**src/hdl/video_types_pkg.sv**
```systemverilog
`default_nettype none

// Widths shared by every stage of the raster generator
package video_types_pkg;

	////////////////////////////////////////
	// Raster geometry
	////////////////////////////////////////

	localparam int COORD_W = 11;    // Up to 2047 columns or lines

	// Column, line or timing threshold
	typedef logic [COORD_W-1:0] coord_t;

	////////////////////////////////////////
	// Front panel format switch
	////////////////////////////////////////

	localparam int SW_CODE_W = 4;   // Four slide switches

	// Raw or synchronized switch setting
	typedef logic [SW_CODE_W-1:0] sw_code_t;

endpackage

`default_nettype wire

```
**src/hdl/display_modes_pkg.sv**
```systemverilog
`default_nettype none

// Display formats and their timing
package display_modes_pkg;

	////////////////////////////////////////
	// Switch codes
	////////////////////////////////////////

	localparam video_types_pkg::sw_code_t SW_VGA      = 4'b0000;
	localparam video_types_pkg::sw_code_t SW_SVGA     = 4'b0001;
	localparam video_types_pkg::sw_code_t SW_XGA      = 4'b0011;
	localparam video_types_pkg::sw_code_t SW_HDTV720P = 4'b0010;
	localparam video_types_pkg::sw_code_t SW_SXGA     = 4'b1000;
	localparam video_types_pkg::sw_code_t SW_CAMERA   = 4'b1001;

	////////////////////////////////////////
	// Table rows
	////////////////////////////////////////

	localparam int NUM_FORMATS = 6;

	typedef logic [2:0] fmt_idx_t;   // Row number in the timing table

	localparam fmt_idx_t FMT_VGA      = 3'd0;   // 640x480
	localparam fmt_idx_t FMT_SVGA     = 3'd1;   // 800x600
	localparam fmt_idx_t FMT_XGA      = 3'd2;   // 1024x768
	localparam fmt_idx_t FMT_HDTV720P = 3'd3;   // 1280x720
	localparam fmt_idx_t FMT_SXGA     = 3'd4;   // 1280x1024
	localparam fmt_idx_t FMT_CAMERA   = 3'd5;   // 1280x720 with trimmed porches

	// Columns in row order                   VGA     SVGA    XGA      720p     SXGA     CAMERA
	localparam video_types_pkg::coord_t H_LIVE [NUM_FORMATS] =
		'{11'd640, 11'd800, 11'd1024, 11'd1280, 11'd1280, 11'd1280};
	localparam video_types_pkg::coord_t H_FP [NUM_FORMATS] =
		'{11'd16, 11'd40, 11'd24, 11'd110, 11'd48, 11'd110};   // Front porch
	localparam video_types_pkg::coord_t H_SW [NUM_FORMATS] =
		'{11'd96, 11'd128, 11'd136, 11'd40, 11'd112, 11'd39};  // Sync pulse width
	localparam video_types_pkg::coord_t H_BP [NUM_FORMATS] =
		'{11'd48, 11'd88, 11'd160, 11'd220, 11'd248, 11'd220}; // Back porch

	// Vertical values in lines
	localparam video_types_pkg::coord_t V_LIVE [NUM_FORMATS] =
		'{11'd480, 11'd600, 11'd768, 11'd720, 11'd1024, 11'd720};
	localparam video_types_pkg::coord_t V_FP [NUM_FORMATS] =
		'{11'd10, 11'd1, 11'd3, 11'd5, 11'd1, 11'd4};
	localparam video_types_pkg::coord_t V_SW [NUM_FORMATS] =
		'{11'd2, 11'd4, 11'd6, 11'd5, 11'd3, 11'd4};
	localparam video_types_pkg::coord_t V_BP [NUM_FORMATS] =
		'{11'd33, 11'd23, 11'd29, 11'd20, 11'd38, 11'd22};

	// Both syncs active low
	localparam logic SYNC_NEG [NUM_FORMATS] =
		'{1'b1, 1'b0, 1'b1, 1'b0, 1'b0, 1'b0};

	////////////////////////////////////////
	// Auxiliary data read window
	////////////////////////////////////////

	localparam video_types_pkg::coord_t AUX_H_FIRST       = 11'd1559;  // 32 column slot
	localparam video_types_pkg::coord_t AUX_H_LAST        = 11'd1590;
	localparam video_types_pkg::coord_t AUX_SPECIAL_LINE  = 11'd725;
	localparam video_types_pkg::coord_t AUX_SPECIAL_FIRST = 11'd9;     // Wide slot on that line
	localparam video_types_pkg::coord_t AUX_SPECIAL_LAST  = 11'd200;

	// Switch code to table row, unknown codes fall back to 720p
	function automatic fmt_idx_t fmt_index(input video_types_pkg::sw_code_t code);
		case (code)
			SW_VGA:    return FMT_VGA;
			SW_SVGA:   return FMT_SVGA;
			SW_XGA:    return FMT_XGA;
			SW_SXGA:   return FMT_SXGA;
			SW_CAMERA: return FMT_CAMERA;
			default:   return FMT_HDTV720P;
		endcase
	endfunction

endpackage

`default_nettype wire

```
**src/hdl/mode_select.sv**
```systemverilog
`timescale 1ns/1ps
`default_nettype none

module mode_select #(
	parameter int SETTLE_CYCLES = 1000   // Cycles a new code must hold
) (
	input  wire logic                      clk50m_bufg,
	input  wire logic                      RSTBTN,
	input  wire video_types_pkg::sw_code_t sw,
	output video_types_pkg::coord_t        h_blank_start,
	output video_types_pkg::coord_t        h_sync_start,
	output video_types_pkg::coord_t        h_sync_end,
	output video_types_pkg::coord_t        h_total_end,
	output video_types_pkg::coord_t        v_blank_start,
	output video_types_pkg::coord_t        v_sync_start,
	output video_types_pkg::coord_t        v_sync_end,
	output video_types_pkg::coord_t        v_total_end,
	output logic                           sync_negative,
	output logic                           restart
);

	localparam int CNT_W = $clog2(SETTLE_CYCLES + 1);
	localparam logic [CNT_W-1:0] SETTLE_LAST = CNT_W'(SETTLE_CYCLES - 1);

	typedef enum logic [1:0] {WATCH, SETTLE, LOAD} state_t;

	state_t                    state;
	video_types_pkg::sw_code_t sw_meta, sw_sync;   // Two flop synchronizer
	video_types_pkg::sw_code_t cand_code;          // Code being timed
	video_types_pkg::sw_code_t applied_code;       // Code driving the raster
	logic [CNT_W-1:0]          settle_cnt;
	logic                      enter_load;
	display_modes_pkg::fmt_idx_t row_idx;
	video_types_pkg::coord_t   h_live, h_fp, h_sw, h_bp;
	video_types_pkg::coord_t   v_live, v_fp, v_sw, v_bp;

	always_ff @(posedge clk50m_bufg) begin
		if (RSTBTN) begin
			sw_meta <= display_modes_pkg::SW_HDTV720P;
			sw_sync <= display_modes_pkg::SW_HDTV720P;
		end else begin
			sw_meta <= sw;
			sw_sync <= sw_meta;
		end
	end

	////////////////////////////////////////
	// Settling FSM
	////////////////////////////////////////

	assign enter_load = (state == SETTLE) && (sw_sync == cand_code) &&
		(settle_cnt == SETTLE_LAST);
	assign restart = (state == LOAD);   // Same cycle as the new thresholds

	always_ff @(posedge clk50m_bufg) begin
		if (RSTBTN) begin
			state        <= SETTLE;   // Whatever the switch shows gets applied
			cand_code    <= display_modes_pkg::SW_HDTV720P;
			applied_code <= display_modes_pkg::SW_HDTV720P;
			settle_cnt   <= '0;
		end else begin
			case (state)
				WATCH: begin
					if (sw_sync != applied_code) begin
						state      <= SETTLE;
						cand_code  <= sw_sync;
						settle_cnt <= '0;
					end
				end
				SETTLE: begin
					if (sw_sync != cand_code) begin
						// Glitch, start timing again
						cand_code  <= sw_sync;
						settle_cnt <= '0;
						if (sw_sync == applied_code)
							state <= WATCH;   // Back to where we were
					end else if (enter_load) begin
						state        <= LOAD;
						applied_code <= cand_code;
					end else begin
						settle_cnt <= settle_cnt + 1'b1;
					end
				end
				LOAD:    state <= WATCH;
				default: state <= WATCH;
			endcase
		end
	end

	////////////////////////////////////////
	// Threshold registers
	////////////////////////////////////////

	assign row_idx = RSTBTN ? display_modes_pkg::FMT_HDTV720P :
		display_modes_pkg::fmt_index(cand_code);

	always_comb begin
		h_live = display_modes_pkg::H_LIVE[row_idx];
		h_fp   = display_modes_pkg::H_FP[row_idx];
		h_sw   = display_modes_pkg::H_SW[row_idx];
		h_bp   = display_modes_pkg::H_BP[row_idx];
		v_live = display_modes_pkg::V_LIVE[row_idx];
		v_fp   = display_modes_pkg::V_FP[row_idx];
		v_sw   = display_modes_pkg::V_SW[row_idx];
		v_bp   = display_modes_pkg::V_BP[row_idx];
	end

	always_ff @(posedge clk50m_bufg) begin
		if (RSTBTN || enter_load) begin
			h_blank_start <= h_live - 11'd1;                    // Last live pixel
			h_sync_start  <= h_live - 11'd1 + h_fp;
			h_sync_end    <= h_live - 11'd1 + h_fp + h_sw;
			h_total_end   <= h_live - 11'd1 + h_fp + h_sw + h_bp;
			v_blank_start <= v_live - 11'd1;
			v_sync_start  <= v_live - 11'd1 + v_fp;
			v_sync_end    <= v_live - 11'd1 + v_fp + v_sw;
			v_total_end   <= v_live - 11'd1 + v_fp + v_sw + v_bp;
			sync_negative <= display_modes_pkg::SYNC_NEG[row_idx];
		end
	end

	restart_single: assert property (@(posedge clk50m_bufg) disable iff (RSTBTN)
		restart |=> !restart)
		else $error("restart held for two cycles");

	// Timers rely on this order for their compares
	thresholds_ordered: assert property (@(posedge clk50m_bufg) disable iff (RSTBTN)
		(h_blank_start < h_sync_start) && (h_sync_start < h_sync_end) &&
		(h_sync_end < h_total_end) && (v_blank_start < v_sync_start) &&
		(v_sync_start < v_sync_end) && (v_sync_end < v_total_end))
		else $error("timing thresholds out of order");

endmodule

`default_nettype wire

```
**src/hdl/line_timer.sv**
```systemverilog
`timescale 1ns/1ps
`default_nettype none

module line_timer (
	input  wire logic                    clk50m_bufg,
	input  wire logic                    RSTBTN,
	input  wire logic                    restart,        // New format loaded
	input  wire video_types_pkg::coord_t h_blank_start,
	input  wire video_types_pkg::coord_t h_sync_start,
	input  wire video_types_pkg::coord_t h_sync_end,
	input  wire video_types_pkg::coord_t h_total_end,
	output video_types_pkg::coord_t      hcount,
	output logic                         h_blank,
	output logic                         h_sync_raw,
	output logic                         line_end
);

	////////////////////////////////////////
	// Pixel counter
	////////////////////////////////////////

	always_ff @(posedge clk50m_bufg) begin
		if (RSTBTN || restart)
			hcount <= '0;
		else if (line_end)
			hcount <= '0;             // Wrap after the back porch
		else
			hcount <= hcount + 1'b1;
	end

	assign line_end = (hcount == h_total_end);

	// Flags straight off the count
	assign h_blank    = (hcount > h_blank_start);
	assign h_sync_raw = (hcount > h_sync_start) && (hcount <= h_sync_end);   // Before polarity

	// Count is zeroed the edge after a restart
	hcount_in_range: assert property (@(posedge clk50m_bufg) disable iff (RSTBTN)
		!restart |-> (hcount <= h_total_end))
		else $error("hcount %0d beyond h_total_end %0d", hcount, h_total_end);

endmodule

`default_nettype wire

```
**src/hdl/frame_timer.sv**
```systemverilog
`timescale 1ns/1ps
`default_nettype none

module frame_timer (
	input  wire logic                    clk50m_bufg,
	input  wire logic                    RSTBTN,
	input  wire logic                    restart,
	input  wire logic                    line_end,       // Last pixel of a line
	input  wire video_types_pkg::coord_t v_blank_start,
	input  wire video_types_pkg::coord_t v_sync_start,
	input  wire video_types_pkg::coord_t v_sync_end,
	input  wire video_types_pkg::coord_t v_total_end,
	output video_types_pkg::coord_t      vcount,
	output logic                         v_blank,
	output logic                         v_sync_raw
);

	////////////////////////////////////////
	// Line counter
	////////////////////////////////////////

	always_ff @(posedge clk50m_bufg) begin
		if (RSTBTN || restart) begin
			vcount <= '0;
		end else if (line_end) begin
			if (vcount == v_total_end)
				vcount <= '0;         // New frame
			else
				vcount <= vcount + 1'b1;
		end
	end

	// Same compares as the horizontal side
	assign v_blank    = (vcount > v_blank_start);
	assign v_sync_raw = (vcount > v_sync_start) && (vcount <= v_sync_end);

	// Thresholds change with restart, count follows one edge later
	vcount_in_range: assert property (@(posedge clk50m_bufg) disable iff (RSTBTN)
		!restart |-> (vcount <= v_total_end))
		else $error("vcount %0d beyond v_total_end %0d", vcount, v_total_end);

endmodule

`default_nettype wire

```
**src/hdl/sync_combiner.sv**
```systemverilog
`timescale 1ns/1ps
`default_nettype none

module sync_combiner (
	input  wire logic                    clk50m_bufg,
	input  wire logic                    RSTBTN,
	input  wire logic                    sync_negative,   // Flip both syncs
	input  wire video_types_pkg::coord_t hcount,
	input  wire video_types_pkg::coord_t vcount,
	input  wire logic                    h_blank,
	input  wire logic                    v_blank,
	input  wire logic                    h_sync_raw,
	input  wire logic                    v_sync_raw,
	output logic                         hsync,
	output logic                         vsync,
	output logic                         de,
	output logic                         aux_en
);

	logic active_q;
	logic hsync_q, vsync_q;
	logic in_window;

	////////////////////////////////////////
	// Two stage sync and DE path
	////////////////////////////////////////

	always_ff @(posedge clk50m_bufg) begin
		if (RSTBTN) begin
			active_q <= 1'b0;
			hsync_q  <= 1'b0;
			vsync_q  <= 1'b0;
			hsync    <= 1'b0;
			vsync    <= 1'b0;
			de       <= 1'b0;
		end else begin
			active_q <= !h_blank && !v_blank;       // Live pixel
			hsync_q  <= h_sync_raw ^ sync_negative;
			vsync_q  <= v_sync_raw ^ sync_negative;
			hsync    <= hsync_q;                    // Second stage
			vsync    <= vsync_q;
			de       <= active_q;
		end
	end

	////////////////////////////////////////
	// Aux data read window
	////////////////////////////////////////

	always_comb begin
		if ((vcount == display_modes_pkg::AUX_SPECIAL_LINE) && !v_blank) begin
			// Wide slot early in the special line
			in_window = (hcount >= display_modes_pkg::AUX_SPECIAL_FIRST) &&
				(hcount <= display_modes_pkg::AUX_SPECIAL_LAST);
		end else begin
			in_window = (hcount >= display_modes_pkg::AUX_H_FIRST) &&
				(hcount <= display_modes_pkg::AUX_H_LAST);   // Past the live width
		end
	end

	always_ff @(posedge clk50m_bufg) begin
		if (RSTBTN)
			aux_en <= 1'b0;
		else
			aux_en <= in_window;   // One cycle behind the counters
	end

	// de trails aux_en by one cycle for the same counter state
	aux_off_live: assert property (@(posedge clk50m_bufg) disable iff (RSTBTN)
		aux_en && ($past(vcount) != display_modes_pkg::AUX_SPECIAL_LINE) |=> !de)
		else $error("aux_en window overlaps de");

endmodule

`default_nettype wire

```
**src/hdl/video_timing_top.sv**
```systemverilog
`timescale 1ns/1ps
`default_nettype none

module video_timing_top #(
	parameter int SETTLE_CYCLES = 1000   // About 20 us at 50 MHz
) (
	input  wire logic                      clk50m_bufg,
	input  wire logic                      RSTBTN,
	input  wire video_types_pkg::sw_code_t sw,        // Format switch, asynchronous
	output wire logic                      hsync,
	output wire logic                      vsync,
	output wire logic                      de,
	output wire logic                      aux_en,
	output wire video_types_pkg::coord_t   hcount,
	output wire video_types_pkg::coord_t   vcount
);

	wire video_types_pkg::coord_t h_blank_start, h_sync_start, h_sync_end, h_total_end;
	wire video_types_pkg::coord_t v_blank_start, v_sync_start, v_sync_end, v_total_end;
	wire logic sync_negative;
	wire logic restart;
	wire logic h_blank, h_sync_raw, line_end;
	wire logic v_blank, v_sync_raw;

	////////////////////////////////////////
	// Format selection
	////////////////////////////////////////

	mode_select #(
		.SETTLE_CYCLES(SETTLE_CYCLES)
	) mode_select_inst (
		.clk50m_bufg  (clk50m_bufg),
		.RSTBTN       (RSTBTN),
		.sw           (sw),
		.h_blank_start(h_blank_start),
		.h_sync_start (h_sync_start),
		.h_sync_end   (h_sync_end),
		.h_total_end  (h_total_end),
		.v_blank_start(v_blank_start),
		.v_sync_start (v_sync_start),
		.v_sync_end   (v_sync_end),
		.v_total_end  (v_total_end),
		.sync_negative(sync_negative),
		.restart      (restart)
	);

	////////////////////////////////////////
	// Raster counters
	////////////////////////////////////////

	line_timer line_timer_inst (
		.clk50m_bufg  (clk50m_bufg),
		.RSTBTN       (RSTBTN),
		.restart      (restart),
		.h_blank_start(h_blank_start),
		.h_sync_start (h_sync_start),
		.h_sync_end   (h_sync_end),
		.h_total_end  (h_total_end),
		.hcount       (hcount),
		.h_blank      (h_blank),
		.h_sync_raw   (h_sync_raw),
		.line_end     (line_end)
	);

	frame_timer frame_timer_inst (
		.clk50m_bufg  (clk50m_bufg),
		.RSTBTN       (RSTBTN),
		.restart      (restart),
		.line_end     (line_end),
		.v_blank_start(v_blank_start),
		.v_sync_start (v_sync_start),
		.v_sync_end   (v_sync_end),
		.v_total_end  (v_total_end),
		.vcount       (vcount),
		.v_blank      (v_blank),
		.v_sync_raw   (v_sync_raw)
	);

	// Outputs two cycles behind the counters, aux_en one
	sync_combiner sync_combiner_inst (
		.clk50m_bufg  (clk50m_bufg),
		.RSTBTN       (RSTBTN),
		.sync_negative(sync_negative),
		.hcount       (hcount),
		.vcount       (vcount),
		.h_blank      (h_blank),
		.v_blank      (v_blank),
		.h_sync_raw   (h_sync_raw),
		.v_sync_raw   (v_sync_raw),
		.hsync        (hsync),
		.vsync        (vsync),
		.de           (de),
		.aux_en       (aux_en)
	);

endmodule

`default_nettype wire

```
**config.mk**
```make
export PLATFORM = sky130hd
export DESIGN_NAME = video_timing_top
export DESIGN_NICKNAME = d
export VERILOG_FILES = /design/src/hdl/video_types_pkg.sv /design/src/hdl/display_modes_pkg.sv /design/src/hdl/mode_select.sv /design/src/hdl/line_timer.sv /design/src/hdl/frame_timer.sv /design/src/hdl/sync_combiner.sv /design/src/hdl/video_timing_top.sv
export SDC_FILE = /design/constraint.sdc
export NUM_CORES = 1
export LEC_CHECK = 0
export BUFFER_PORTS_ARGS = -buffer_cell sky130_fd_sc_hd__buf_2
export CAP_MARGIN = 20
export CORE_UTILIZATION = 41
export CTS_CLUSTER_SIZE = 8
export DETAILED_ROUTE_END_ITERATION = 12
export HOLD_SLACK_MARGIN = 0.06
export MAX_ROUTING_LAYER = met4
export PLACE_DENSITY = 0.54
export SLEW_MARGIN = 5
export SYNTH_ARGS = -nofsm -noshare
export SYNTH_HDL_FRONTEND = slang
export SYNTH_SLANG_ARGS = --single-unit
```
**constraint.sdc**
```tcl
create_clock -name clk50m_bufg -period 7.3 [get_ports clk50m_bufg]
set_clock_uncertainty 0.2 [all_clocks]
set_input_delay 1.46 -clock clk50m_bufg [delete_from_list [all_inputs] [get_ports clk50m_bufg]]
set_output_delay 1.46 -clock clk50m_bufg [all_outputs]
set_load 0.1 [all_outputs]
```
# After elaboration in Yosys (flattened, before gate mapping)
# Memory sizes are Yosys's and may differ from the RTL's. A register that Yosys moved wholly into a read port is not among the register bits.
# Cells that the tools add are included.
dict set report word_totals {
  mem_count 9
  in_bits 6
  mem_bits_ro 712
  register_bits 145
  wordCells 129
}
dict set report classes {
  n_mux 32
  add_sub_neg 11
  n_reduce_logical 20
  bitwise 4
  n_lt_le_gt_ge 11
  eq_ne 19
}
# name words word_bits rd rd_clocked_by_memory_dff wr line_no
set memory_table {}
lappend memory_table {{(name not given)} 8 11 1 0 0 mode_select.sv:103} ;# v_fp = display_modes_pkg::V_FP[row_idx];
lappend memory_table {{(name not given)} 8 11 1 0 0 mode_select.sv:104} ;# v_sw = display_modes_pkg::V_SW[row_idx];
lappend memory_table {{(name not given)} 8 11 1 0 0 mode_select.sv:105} ;# v_bp = display_modes_pkg::V_BP[row_idx];
lappend memory_table {{(name not given)} 8 11 1 0 0 mode_select.sv:100} ;# h_sw = display_modes_pkg::H_SW[row_idx];
lappend memory_table {{(name not given)} 8 11 1 0 0 mode_select.sv:102} ;# v_live = display_modes_pkg::V_LIVE[row_idx];
lappend memory_table {{(name not given)} 8 11 1 0 0 mode_select.sv:98} ;# h_live = display_modes_pkg::H_LIVE[row_idx];
lappend memory_table {{3 more memories} - - - - - -}
# operator n
set op_table {}
lappend op_table {{11-bit 2-to-1 mux} 17}
lappend op_table {{11-bit adder} 6}
lappend op_table {{11-bit greater-than comparator} 4}
lappend op_table {{10-bit 2-to-1 mux} 3}
lappend op_table {{11-bit by 1-bit adder with 11-bit output (second input constant)} 2}
lappend op_table {{11-bit equality test} 2}
lappend op_table {{11-bit less-or-equal comparator} 2}
lappend op_table {{11-bit by 1-bit subtractor with 11-bit output (second input constant)} 2}
lappend op_table {{10-bit one-hot mux with 2 select lines} 1}
lappend op_table {{3-bit one-hot mux with 5 select lines} 1}
lappend op_table {{3-bit AND reduction} 4}
lappend op_table {{11-bit by 10-bit equality test with 1-bit output (second input constant)} 1}
lappend op_table {{11-bit >= comparator (second input constant)} 1}
lappend op_table {{11-bit by 4-bit >= comparator with 1-bit output (second input constant)} 1}
lappend op_table {{11-bit less-or-equal comparator (second input constant)} 1}
lappend op_table {{11-bit by 8-bit less-or-equal comparator with 1-bit output (second input constant)} 1}
lappend op_table {{10-bit by 1-bit adder with 10-bit output (second input constant)} 1}
lappend op_table {{10-bit equality test (second input constant)} 1}
lappend op_table {{4-bit equality test} 2}
lappend op_table {{4-bit equality test (second input constant)} 2}
lappend op_table {{1-bit logical AND} 8}
lappend op_table {{2-bit 2-to-1 mux} 4}
lappend op_table {{4-bit 2-to-1 mux} 2}
lappend op_table {{4-bit != test} 2}
lappend op_table {{22 further kinds} 26}

# Longest topological paths before layout
# Gate-level depths: netlist of run 1.
dict set report depth {
  depth_word 11
  ltp_mapped 23
  ltp_nobuf 20
}

# By module
# A second synthesis of run 1 with hierarchy kept.
dict set report hier_totals {
  cells_unflattened 877
  hier_area_um2 8555.7
}
# mod cells_per_inst n_inst area_per_inst_um2
set modules_own_cells {}
lappend modules_own_cells {mode_select 485 1 5426.5}
lappend modules_own_cells {frame_timer 183 1 1441.4}
lappend modules_own_cells {line_timer 177 1 1373.8}
lappend modules_own_cells {sync_combiner 32 1 314.1}

# Least setup slack after synthesis of run 1
# No wires, ideal clock.
dict set report synth_path {
  path_kind {input to register}
  startpoint {input RSTBTN}
  endpoint {register mode_select_inst.h_total_end[9] (data pin)}
  required_time_ps 6841
  path_slack_ps 1155
  arrival_time_ps 5686
  cell_stages 18
  n_path_buf 2
  cell_sequence {a211oi_2 -> clkbuf_1 -> ha_1 -> clkbuf_1 -> nand2_1 -> nand2_1 -> ha_1 -> inv_1 -> o21ai_0 -> a21oi_1 -> o21ai_0 -> xnor2_1 -> ha_1 -> and3_1 -> a2111oi_1 -> nor2_1 -> o21ai_0 -> xnor2_1}
}
dict set report synth_between {
  word_cells_on_any_way 18
  cone_classes {add/sub: 4; mux: 9; bitwise: 1; memory: 4}
}
# element line_no
set synth_rtl {}
lappend synth_rtl {{start, declared} video_timing_top.sv:8} ;# input wire logic RSTBTN,
lappend synth_rtl {{3-bit 2-to-1 mux} mode_select.sv:94} ;# assign row_idx = RSTBTN ? display_modes_pkg::FMT_HDTV720P :
lappend synth_rtl {{3-bit NOT with 4-bit output (implied by the code)} mode_select.sv:101} ;# h_bp = display_modes_pkg::H_BP[row_idx];
lappend synth_rtl {{memory read 8 x 11 bit} -}
lappend synth_rtl {{11-bit 2-to-1 mux (implied by the code) (2 in series)} mode_select.sv:101}
lappend synth_rtl {{net mode_select_inst.h_bp[5]} mode_select.sv:34} ;# video_types_pkg::coord_t h_live, h_fp, h_sw, h_bp;
lappend synth_rtl {{11-bit adder} mode_select.sv:113} ;# h_total_end <= h_live - 11'd1 + h_fp + h_sw + h_bp;
lappend synth_rtl {{end signal, assigned} mode_select.sv:113}
lappend synth_rtl {{end, declared} mode_select.sv:13} ;# output video_types_pkg::coord_t h_total_end,
# The timed path passes the listed nets, and every way through them passes these cells. The select of a mux whose other input is x is not followed.
# A chain may end at the register's enable or synchronous reset.

# Final worst setup path of run 1
dict set report layout_path {
  startpoint {input RSTBTN}
  endpoint {register mode_select_inst.h_total_end[9] (data pin)}
}
dict set report layout_between {
  elab_chain_cells 9
  word_cells_on_any_way 18
  cone_classes {add/sub: 4; mux: 9; bitwise: 1; memory: 4}
}
# element line_no
set layout_rtl {}
lappend layout_rtl {{3-bit 2-to-1 mux *} mode_select.sv:94}
lappend layout_rtl {{3-bit NOT with 4-bit output (implied by the code) *} -}
lappend layout_rtl {{memory read 8 x 11 bit} -}
lappend layout_rtl {{11-bit 2-to-1 mux (implied by the code) (2 in series)} mode_select.sv:98}
lappend layout_rtl {{11-bit by 1-bit subtractor with 11-bit output} mode_select.sv:113}
lappend layout_rtl {{11-bit adder (2 in series)} mode_select.sv:113}
lappend layout_rtl {{11-bit adder *} mode_select.sv:113}
# Mark *: on every way between the ends. The rest lies on a longest branch, timed or not. The select of a mux whose other input is x is not followed.

==> impl_results.md, run 1 <==
* Syn nets at around 910
* Critical path type: in -> reg
* # Max-Cap Violations at 0
* Final Hold Viols at 0
* # resized after CTS at 0
* Initial antenna violation count at 0
* Max Freq at roughly 0.16 GHz
* Worst-path clk slew at 0.06 ns
* Setup bufs post-CTS at 0
* Nets@finish at 946
* Setup crit start: RSTBTN
* Reg2Reg Depth at 17
* Post-route clock period utilization at a little over four fifths
* DP Wirelength at between 10000 and 15000 um
* First-pass DRT Iterations at 6
* Final Critical Period at 6.111 ns
* Top_reg_cell synth: edfxtp_1
* Pleak at 3.880 nW
* CTS tree: built
* Vias in the first global route at between 5000 and 6000
* Pwr dens at approximately 220 mW/mm^2
* Worst Path Required at between 7 and 8 ns
* Final instance area at ~0.0089 mm^2
* Layout cell share with drive strength beyond 1 at about a tenth
* Starting density of the core at between 40% and 50%
* Clock network latency to the later pin of the worst-skew pair at ~0.42 ns
* Layout area overhead at 12.57%
* Die X at around 140 um
* Mapped Cells at between 800 and 900
* Clock Tree Root: clkbuf_16
* Via count at about 5700
* Number of synthesized flops with an enable pin at between 70 and 80
* Die area at ~0.02 mm^2
* Core Footprint at about 0.019 mm^2
* ANT cells at 0
* CP Data Arrival Time at between 6 and 7 ns
* DRC viols at 0
* Worst setup SP type: input port
* CP endpoint: mode_select_inst.h_total_end[9]
* Gpl congestion at between 0.8 and 0.9
* Final total power at slightly below 2 mW
* CTS Buf Count at 17
* Area of the multi-input gates at 0.004199 mm^2
* Post-synth top area cell: edfxtp_1
* Maximum buffer depth of the clock tree at 2
* Largest family of logic cells by synthesized area: simple AND/OR/NAND/NOR gates
* YS warnings at 0
* Routed vias/inst at 5.132
* Worst IR Drop VDD at 0.1528 mV
* Number of DRC markers in iteration 0 at 350
* Setup violators final at 0
* Count of cell types in the netlist at a little under 70
* Yosys reg bits at roughly 130
* Simple-Gate Fraction of Synth Area at 16.14%
* Hold/Removal Path Class: reg -> reg
* Synth top area share at approximately 27%
* Most frequent cell after synthesis: inv_1
* WL/cell at 16.01 um
* Max_slew headroom at ~40%
* XOR/XNOR share of the synthesized area at 9.951%
* RSZ-0062 raised after global routing: no
* Maximum number of pins on one net before global-route repair at between 70 and 80
* DRT antenna net count at 0
* I/O pins at 32
* Compound-Gate Fraction of Synth Area at a little over a tenth
* Setup TNS at 0 ns
* IO Port Bufs at 31
* Synth Area per Inst at slightly below 10 um^2
* Worst setup EP type: flop
* Worst-margin pin slew at between 0.9 and 1 ns
* Total track usage at 19.96%
* Reg2Reg Capture Point: mode_select_inst.h_total_end[9]
* Post-synth top cells: inv_1, ha_1, nor2_1
* Number of hold buffers added after cts at 0
* Grt total ovfl at 0
* Reg area at between 0.003 and 0.004 mm^2
* Die Ht at 141.0 um
* First-pass GRT wire length at 29490 um
* R2R Setup Slk at around 1.8 ns
* Row cnt at 50
* Async S/R FF share, synth at 0%
* Status: completed
* Crit Path Max Fanout at 11
* CTS H-Tree Depth at 4
* Post-synthesis sequential area ratio at 41.32%
* Multiplexer share of the synthesized area at ~1.4%
* RR Startpoint: mode_select_inst.cand_code[1]
* Synth area leaders: edfxtp_1, dfxtp_1, ha_1, xnor2_1, inv_1
* Clk sink count at about 130
* Final Slew Violations at 0
* Final wirelength at 17930 um
* Area after DPL at about 0.0083 mm^2
* Synth Area in Adders at 14.97%
* Fill cells at between 1500 and 2000
* Post-Syn Area at a little under 0.008 mm^2
[worst min path at each step]
stage                                           start                           to  slack [ns]  depth (start not counted)
final                     mode_select_inst.sw_meta[1]  mode_select_inst.sw_sync[1]        0.21                          1
after global routing      mode_select_inst.sw_meta[1]  mode_select_inst.sw_sync[1]        0.24                          1
after CTS                 mode_select_inst.sw_meta[1]  mode_select_inst.sw_sync[1]        0.22                          1
after detailed placement  mode_select_inst.sw_meta[1]  mode_select_inst.sw_sync[1]        0.20                          1
after global placement    mode_select_inst.sw_meta[1]  mode_select_inst.sw_sync[1]        0.20                          1
after floorplan           mode_select_inst.sw_meta[1]  mode_select_inst.sw_sync[1]        0.19                          1
[where the power goes]
part	leakage [nW]	internal [mW]	total [mW]	switching [mW]
registers	1.11	0.827	0.856	0.0284
clock network	0.285	0.515	0.828	0.313
logic	2.49	0.113	0.289	0.176
total	3.88	1.46	1.97	0.517
[layer usage]
metal | track usage, % | up-vias | share of wire, %
li1 | - | 2891 | -
met1 | 24.68 | 2743 | 48
met2 | 32.42 | 86 | 48
met3 | 3.804 | 28 | 2.8
met4 | 7.437 | 0 | 1.8
met5 | - | - | 0
[state kept, by name, indices dropped and copies added (netlist names), 9 cells and up]
name	flops
mode_select_inst.h_sync_end	9
mode_select_inst.v_sync_start	11
mode_select_inst.settle_cnt	10
frame_timer_inst.vcount	11
mode_select_inst.v_sync_end	10
mode_select_inst.h_total_end	10
line_timer_inst.hcount	11
mode_select_inst.v_total_end	10
[worst max-delay path: stages]
cell       delay, ns
buf_2           0.12
or3_1           0.40
inv_1           0.25
ha_1            0.43
nand2_1         0.22
nand2_1         0.25
ha_1            0.26
inv_1           0.05
o21ai_0         0.33
a21oi_1         0.11
o21ai_0         0.20
xnor2_1         0.17
ha_1            0.30
and3_1          0.20
a2111oi_1       0.77
nor2_1          0.18
o21ai_0         0.27
xnor2_1         0.09
[through the flow]
step | cells | util, % | worst slack [ns] | hold WS [ns]
finish | 1120 | 47.36 | 1.189 | 0.2129
global route | 1120 | 47.36 | 0.7369 | 0.2389
CTS | 1120 | 47.36 | 1.190 | 0.2171
detailed placement | 1088 | 44.29 | 0.7607 | 0.2017
global placement | 1088 | 44.29 | 0.9709 | 0.2000
floorplan | 813 | - | 1.155 | 0.1895
[cells in the final DEF (no fill, tap or decap), types with 4 or more instances in the layout]
master / count
nor2_1: 74
nor4_1: 8
nand4_1: 21
inv_1: 91
nand3_1: 17
o21ai_0: 24
o31ai_1: 5
ha_1: 90
dfxtp_1: 57
or3_1: 5
o211ai_1: 4
nand2_1: 49
a21oi_1: 34
a21o_1: 13
edfxtp_1: 71
o21a_1: 9
or2_2: 5
xor2_1: 33
a211oi_1: 6
or4_1: 5
xnor2_1: 57
a31oi_1: 8
nand2b_1: 11
nor3_1: 14
nor2b_1: 22
mux2i_1: 6
buf_4: 5
clkbuf_8: 5
buf_2: 31
clkbuf_16: 17
[cell type report]
cell class,instances,area share [%]
Multi-Input combinational cell,571,47.09
Sequential cell,128,36.71
Clock buffer,25,5.669
Inverter,93,3.915
Tap cell,260,3.648
Timing Repair Buffer,36,2.161
Clock inverter,7,0.8138
[kinds of logic (layout without fill, tap and decap cells)]
family	count (synthesis)	in the layout
flops	128	128
fa+ha+maj	93	93
other cells	2	2
buf+inv	114	161
simple gates	250	250
compound gates	126	126
xor+xnor	90	90
mux	10	10
No activity file was read; power rests on OpenSTA's default activity.
==> run 2: changes to the inputs <==
==> constraint.sdc (replaced) <==
create_clock -name clk50m_bufg -period 5.8 [get_ports clk50m_bufg]
set_clock_uncertainty 0.2 [all_clocks]
set_input_delay 1.16 -clock clk50m_bufg [delete_from_list [all_inputs] [get_ports clk50m_bufg]]
set_output_delay 1.16 -clock clk50m_bufg [all_outputs]
set_load 0.1 [all_outputs]
==> run 2 against run 1 <==
Effect of this change: sequential power rose by 26%; register-to-register slack got worse by 1.1 ns; setup slack got worse by 0.64 ns; first-iteration DRC count is 0.86% lower; critical path depth up 2; hold slack gained 0.011 ns; sequential share of layout area is 0.43 points lower; cell count grew 0.89%.
==> impl_results.md, run 2 (synthesized netlist as in run 1, its figures left out) <==
* Worst setup EP type: flop
* CTS tree: built
* Worst Path Required at 5.77 ns (-1.50 ns)
* Comb power frac at 14.5% (-0.2 points)
* Reg area at 0.003273 mm^2 (unchanged)
* Area of the multi-input gates at 0.004199 mm^2 (unchanged)
* WL/cell at 16.64 um (+3.9%)
* Pleak at 3.939 nW (+1.5%)
* Setup bufs post-CTS at 0 (unchanged)
* Final Critical Period at approximately 5.3 ns
* Die Ht at 141.0 um (unchanged)
* CTS H-Tree Depth at 4 (unchanged)
* Max_slew headroom at 51.17% (+11 points)
* # resized after CTS at 0 (unchanged)
* First-pass GRT wire length at 30640 um (+3.9%)
* Starting density of the core at 42.07% (unchanged)
* Hold/Removal Path Class: reg -> reg
* Most common cell after layout, fill and taps aside: inv_1
* RSZ-0062 raised after global routing: no
* Fin util at 47.92% (+0.56 points)
* Max Freq at 0.1903 GHz
* Post-route clock period utilization at 90.62%
* Switching part of the total at 26.76% (+0.54 points)
* Pwr dens at 283.0 mW/mm^2 (+28%)
* Via count at 5836 (+1.5%)
* Initial antenna violation count at 1 (+1)
* Worst setup SP type: input port
* Setup TNS at 0 ns (unchanged)
* Worst-path clk slew at 0.06 ns (about the same)
* DRC viols at 0 (unchanged)
* Fill cells at 1764 (-1.6%)
* Core Footprint at 0.01883 mm^2 (unchanged)
* Worst IR Drop VDD at 0.2112 mV (+38%)
* Fraction of power consumed by sequential logic at 42.2% (-1.2 points)
* I/O pins at 32 (unchanged)
* Clk sink count at 128 (unchanged)
* Final Slew Violations at 0 (unchanged)
* Nets@finish at 956 (+1.1%)
* Gpl congestion at 0.8806 (-1.7%)
* Grt total ovfl at 0 (unchanged)
* First-pass DRT Iterations at 5 (-1)
* Row cnt at 50 (unchanged)
* Most frequent cells in the layout: inv_1, ha_1, nor2_1, edfxtp_1
* Final Hold Viols at 0 (unchanged)
* Critical path type: in -> reg
* Pre-CTS setup slack at 0.1855 ns (-0.5752 ns)
* Total track usage at 20.87% (+0.91 points)
* Number of hold buffers added after cts at 0 (unchanged)
* Die X at 141.0 um (unchanged)
* DP Wirelength at 14470 um (+6.5%)
* DRT antenna net count at 0 (unchanged)
* Crit Path Max Fanout at 8 (-3)
* Number of DRC markers in iteration 0 at 347 (-0.86%)
* IO Port Bufs at 31 (unchanged)
* Setup violators final at 0 (unchanged)
* ANT cells at 0 (unchanged)
* Biggest regs: frame_timer_inst.vcount (11), line_timer_inst.hcount (11), mode_select_inst.v_sync_start (11)
* Layout area overhead at 13.92%
* Routed vias/inst at 5.165 (+0.63%)
* # Max-Cap Violations at 0 (unchanged)
* Final setup slack of the worst path at 0.5443 ns (-0.6445 ns)
* Maximum number of pins on one net before global-route repair at 28 (-61%)
* Clock group share of total power at 43.3% (+1.3 points)
* Vias in the first global route at 5957 (+1.7%)
* Status: completed
* Layout cell share with drive strength beyond 1 at 11.61% (+1.4 points)
* CTS Buf Count at 17 (unchanged)
* Die area at 0.01988 mm^2 (unchanged)
* Clock Tree Root: clkbuf_16
* Clock network latency to the later pin of the worst-skew pair at 0.42 ns (about the same)
* Net switching power of the design at 0.6834 mW (+32%)
* Maximum buffer depth of the clock tree at 2 (unchanged)
* Int Power at 1.870 mW (+28%)
* Worst-margin pin slew at 0.7269 ns (-0.1780 ns)
* Final wirelength at 18810 um (+4.9%)
* CP Data Arrival Time at 5.22 ns (-0.86 ns)
run 2: cell types whose count changed in the layout (fill, tap and decap cells not counted):
cell        delta
buf_4         +10
bufinv_16      +2
clkbuf_1       -3
clkbuf_8       -5
clkinv_2       +2
clkinv_4       +2
clkinvlp_4     +1
inv_4          -2
inv_6          +2
inv_8          +1
run 2: layer usage:
layer / track usage [%] / wire (um) / vias up
met5: - / 0 / -
met4: 7.952 / 318 / 0
met3: 3.533 / 559 / 23
met2: 33.41 / 8933 / 95
met1: 26.41 / 8994 / 2808
li1: - / - / 2910
run 2: power by group through the flow:
stage / logic, mW / registers [mW] / clock network (mW)
3_3_place_gp: 0.362 / 1.10 / 0
2_1_floorplan: 0.268 / 1.10 / 0
3_5_place_dp: 0.372 / 1.10 / 0
6_report: 0.371 / 1.08 / 1.11
4_1_cts: 0.373 / 1.08 / 1.13
5_1_grt: 0.416 / 1.08 / 1.17
run 2: layout make-up:
type | count | share of cell area [%]
clock buffers | 17 | 4.714
clock inverters | 15 | 2.038
inverters | 93 | 3.869
well taps | 260 | 3.605
multi-input cells | 571 | 46.53
flip-flops and latches | 128 | 36.27
repair buffers | 46 | 2.967
run 2: final timing paths:
path / from / endpoint / slack, ns / depth (start not counted)
setup / recovery: RSTBTN / mode_select_inst.h_total_end[9] / 0.54 / 20
hold / removal: mode_select_inst.sw_meta[1] / mode_select_inst.sw_sync[1] / 0.22 / 1
setup reg to reg: mode_select_inst.cand_code[0] / mode_select_inst.h_total_end[9] / 0.73 / 19
hold reg to reg: mode_select_inst.sw_meta[1] / mode_select_inst.sw_sync[1] / 0.22 / 1
run 2: metrics by stage:
stage	hold WS [ns]	instances	power [mW]	area, um^2
final	0.2240	1130	2.554	9024
after global routing	0.2459	1130	2.667	9024
after CTS	0.2234	1130	2.576	9024
after detailed placement	0.1968	1098	1.469	8414
after global placement	0.2001	1098	1.459	8414
after floorplan	0.1895	813	1.367	7923
run 2: critical path: stages:
cell and delay (ns):
buf_2 0.14, or3_1 0.41, inv_1 0.11, ha_1 0.17
nand2_1 0.14, nand2_1 0.27, ha_1 0.27, inv_1 0.06
o21ai_0 0.34, a21oi_1 0.12, o21ai_0 0.20, xnor2_1 0.19
ha_1 0.32, nand3_1 0.12, nor2_1 0.05, a2111oi_1 0.51
buf_4 0.23, nor2_1 0.07, o21ai_0 0.25, xnor2_1 0.09
==> run 3: changes to the inputs <==
--- a/config.mk
+++ b/config.mk
@@ -6,7 +6,6 @@
 export NUM_CORES = 1
 export LEC_CHECK = 0
 export BUFFER_PORTS_ARGS = -buffer_cell sky130_fd_sc_hd__buf_2
-export CAP_MARGIN = 20
 export CORE_UTILIZATION = 41
 export CTS_CLUSTER_SIZE = 8
 export DETAILED_ROUTE_END_ITERATION = 12
==> constraint.sdc (replaced) <==
create_clock -name clk50m_bufg -period 5.8 [get_ports clk50m_bufg]
set_clock_uncertainty 0.2 [all_clocks]
set_input_delay 0.58 -clock clk50m_bufg [delete_from_list [all_inputs] [get_ports clk50m_bufg]]
set_output_delay 0.58 -clock clk50m_bufg [all_outputs]
set_load 0.1 [all_outputs]
==> run 3 against run 2 <==
Effect of this change: setup slack improved by 0.24 ns; flip-flop and latch count is the same; combinational power decreased by 1%; sequential share of layout area increased by 0.18 points; via count decreased by 1.7%; non-clock buffer count decreased by 5; core utilization is 0.23 points lower; critical path type is now reg -> reg; first-iteration DRC count is 17% lower; critical path depth shrank 5; cell count fell by 0.44%; critical endpoint is now mode_select_inst.v_total_end[10]; largest power group is now sequential cells; final area decreased by 0.49%; count of clock-buffer cells in the layout increased by 3.
==> impl_results.md, run 3 (synthesized netlist as in run 1, its figures left out) <==
* Via count at 5734 (-1.7%)
* First-pass GRT wire length at 29480 um (-3.8%)
* CP Cell Sequence: or3_1, inv_1, ha_1, nand2_1, ha_1, inv_1, xnor2_1, xnor2_1, ha_1, o21a_1, nor2_1, o31ai_1, a21oi_1, or3_4, o32ai_2
* Core Footprint at 0.01883 mm^2 (unchanged)
* Most frequent cells in the layout: inv_1, ha_1, nor2_1, edfxtp_1
* Starting density of the core at 42.07% (unchanged)
* DP Wirelength at 13880 um (-4.1%)
* Routed vias/inst at 5.097 (-1.3%)
* Setup TNS at 0 ns (unchanged)
* Worst Path Required at 5.83 ns (+0.06 ns)
* Die area at 0.01988 mm^2 (unchanged)
* Worst setup EP type: flop
* IO Port Bufs at 31 (unchanged)
* Gpl congestion at 0.8433 (-4.2%)
* Worst setup SP type: flop
* # resized after CTS at 0 (unchanged)
* Worst-path clk slew at 0.06 ns (about the same)
* Placed cell count at 1093 (-0.46%)
* Most common cell after layout, fill and taps aside: inv_1
* Comb power frac at 14.5% (about the same)
* Clk sink count at 128 (unchanged)
* Setup bufs post-CTS at 0 (unchanged)
* Row cnt at 50 (unchanged)
* Crit Path Max Fanout at 10 (+2)
* I/O pins at 32 (unchanged)
* WL/cell at 16.13 um (-3.1%)
* Hold path start: sw[1]
* R2R Setup Slk at 0.79 ns (+0.06 ns)
* Fraction of power consumed by sequential logic at 42.7% (+0.5 points)
* Fill cells at 1792 (+1.6%)
* Die X at 141.0 um (unchanged)
* Biggest regs: frame_timer_inst.vcount (11), line_timer_inst.hcount (11), mode_select_inst.v_sync_start (11)
* CTS Buf Count at 17 (unchanged)
* Hold path depth at 2 (+1)
* Pleak at 3.919 nW (-0.51%)
* Critical Path Most Common Cell: ha_1
* Delay-heaviest family, CP: adder cells
* Worst IR Drop VDD at 0.2020 mV (-4.4%)
* RR Startpoint: mode_select_inst.cand_code[1]
* Number of DRC markers in iteration 0 at 288 (-17%)
* Final Critical Period at 5.011 ns (-0.2443 ns)
* Total track usage at 20.02% (-0.85 points)
* Status: completed
* # Max-Cap Violations at 0 (unchanged)
* Reg2Reg Depth at 15 (-4)
* Net switching power of the design at 0.6595 mW (-3.5%)
* Nets@finish at 951 (-0.52%)
* Clock Tree Root: clkbuf_16
* DRT antenna net count at 0 (unchanged)
* Clock group share of total power at 42.8% (-0.5 points)
* CP Data Arrival Time at 5.05 ns (-0.17 ns)
* Number of hold buffers added after cts at 0 (unchanged)
* CP max-delay cell: ha_1
* Post-route clock period utilization at 86.40% (-4.2 points)
* Layout area overhead at 13.36%
* Path length in cells of the critical path at 15 (-25%)
* Maximum number of pins on one net before global-route repair at 35 (+25%)
* Vias in the first global route at 5665 (-4.9%)
* Setup crit start: mode_select_inst.cand_code[1]
* Final Slew Violations at 0 (unchanged)
* Die Ht at 141.0 um (unchanged)
* Initial antenna violation count at 0 (-1)
* Layout Cells excl Fill at 1125 (-0.44%)
* Final wirelength at 18140 um (-3.5%)
* Worst-margin pin slew at 0.8303 ns (+0.1034 ns)
* Setup violators final at 0 (unchanged)
* Max_slew headroom at 44.65% (-6.5 points)
* Buf/Inv on CP at 2 (-2)
* Hold/Removal Path Class: in -> reg
* CTS tree: built
* Clock network latency to the later pin of the worst-skew pair at 0.41 ns (about the same)
* CTS H-Tree Depth at 4 (unchanged)
* Pwr dens at 280.8 mW/mm^2 (-0.76%)
* Maximum buffer depth of the clock tree at 2 (unchanged)
* Final Hold Viols at 0 (unchanged)
* Critical path type: reg -> reg
* Critical path's largest stage delay at 0.56 ns (+0.05 ns)
* Grt total ovfl at 0 (unchanged)
* Switching part of the total at 26.15% (-0.61 points)
* ANT cells at 0 (unchanged)
* DRC viols at 0 (unchanged)
* First-pass DRT Iterations at 4 (-1)
* RSZ-0062 raised after global routing: no
* Max Freq at 0.1995 GHz (+4.9%)
* Layout cell share with drive strength beyond 1 at 11.10% (-0.51 points)
* Int Power at 1.862 mW (-0.42%)
## run 3: cell types whose count changed in the layout (fill, tap and decap cells not counted), sizes merged
cell / before / now
clkinvlp: 2 / 1
inv: 97 / 95
clkbuf: 17 / 20
bufinv: 3 / 2
clkinv: 6 / 7
buf: 46 / 41
## run 3: worst reg2reg max path: cells and delay by family (launching register included)
| kind | cells | cell delay, ns |
|---|---|---|
| AOI/OAI and AO/OA | 4 | 0.76 |
| and+or+nand+nor | 4 | 1.24 |
| buffers and inverters | 2 | 0.43 |
| adders and majority gates | 3 | 1.26 |
| xor gates and xnor gates | 2 | 0.54 |
| DFF | 1 | 0.41 |
## run 3: area by class of cell
class	count	area, um^2	share of cell area (%)
multi-input cells	571	4199	46.76
flip-flops and latches	128	3273	36.45
clock buffers	20	471.7	5.253
inverters	93	349.1	3.887
well taps	260	325.3	3.623
repair buffers	41	230.2	2.564
clock inverters	12	131.4	1.463
## run 3: per-stage QoR
step                      setup slack (ns)  instance area (um^2)  power (mW)  hold slack [ns]  util [%]
after detailed placement            0.6232                  8377       1.465           0.1993     44.49
after CTS                           0.7394                  8980       2.555           0.1193     47.69
final                               0.7886                  8980       2.522           0.1438     47.69
after floorplan                     0.3401                  7921       1.367           0.1895         -
after global routing                0.3845                  8980       2.641           0.1280     47.69
after global placement              0.6764                  8377       1.457           0.1992     44.49
## run 3: power by group through the flow
stage	clock network, mW	registers (mW)	logic, mW
finish	1.08	1.08	0.366
global route	1.15	1.08	0.411
CTS	1.11	1.08	0.370
detailed placement	0	1.10	0.368
global placement	0	1.10	0.359
floorplan	0	1.10	0.268
## run 3: layer usage
layer / share of wire, % / track usage (%)
met1: 48 / 25.14
met2: 47 / 31.68
met3: 2.9 / 3.872
met4: 2.2 / 8.124
met5: 0 / -
## run 3: final timing paths
path                                      endpoint
hold / removal         mode_select_inst.sw_meta[1]
setup / recovery  mode_select_inst.v_total_end[10]
setup reg to reg  mode_select_inst.v_total_end[10]
hold reg to reg        mode_select_inst.sw_sync[1]
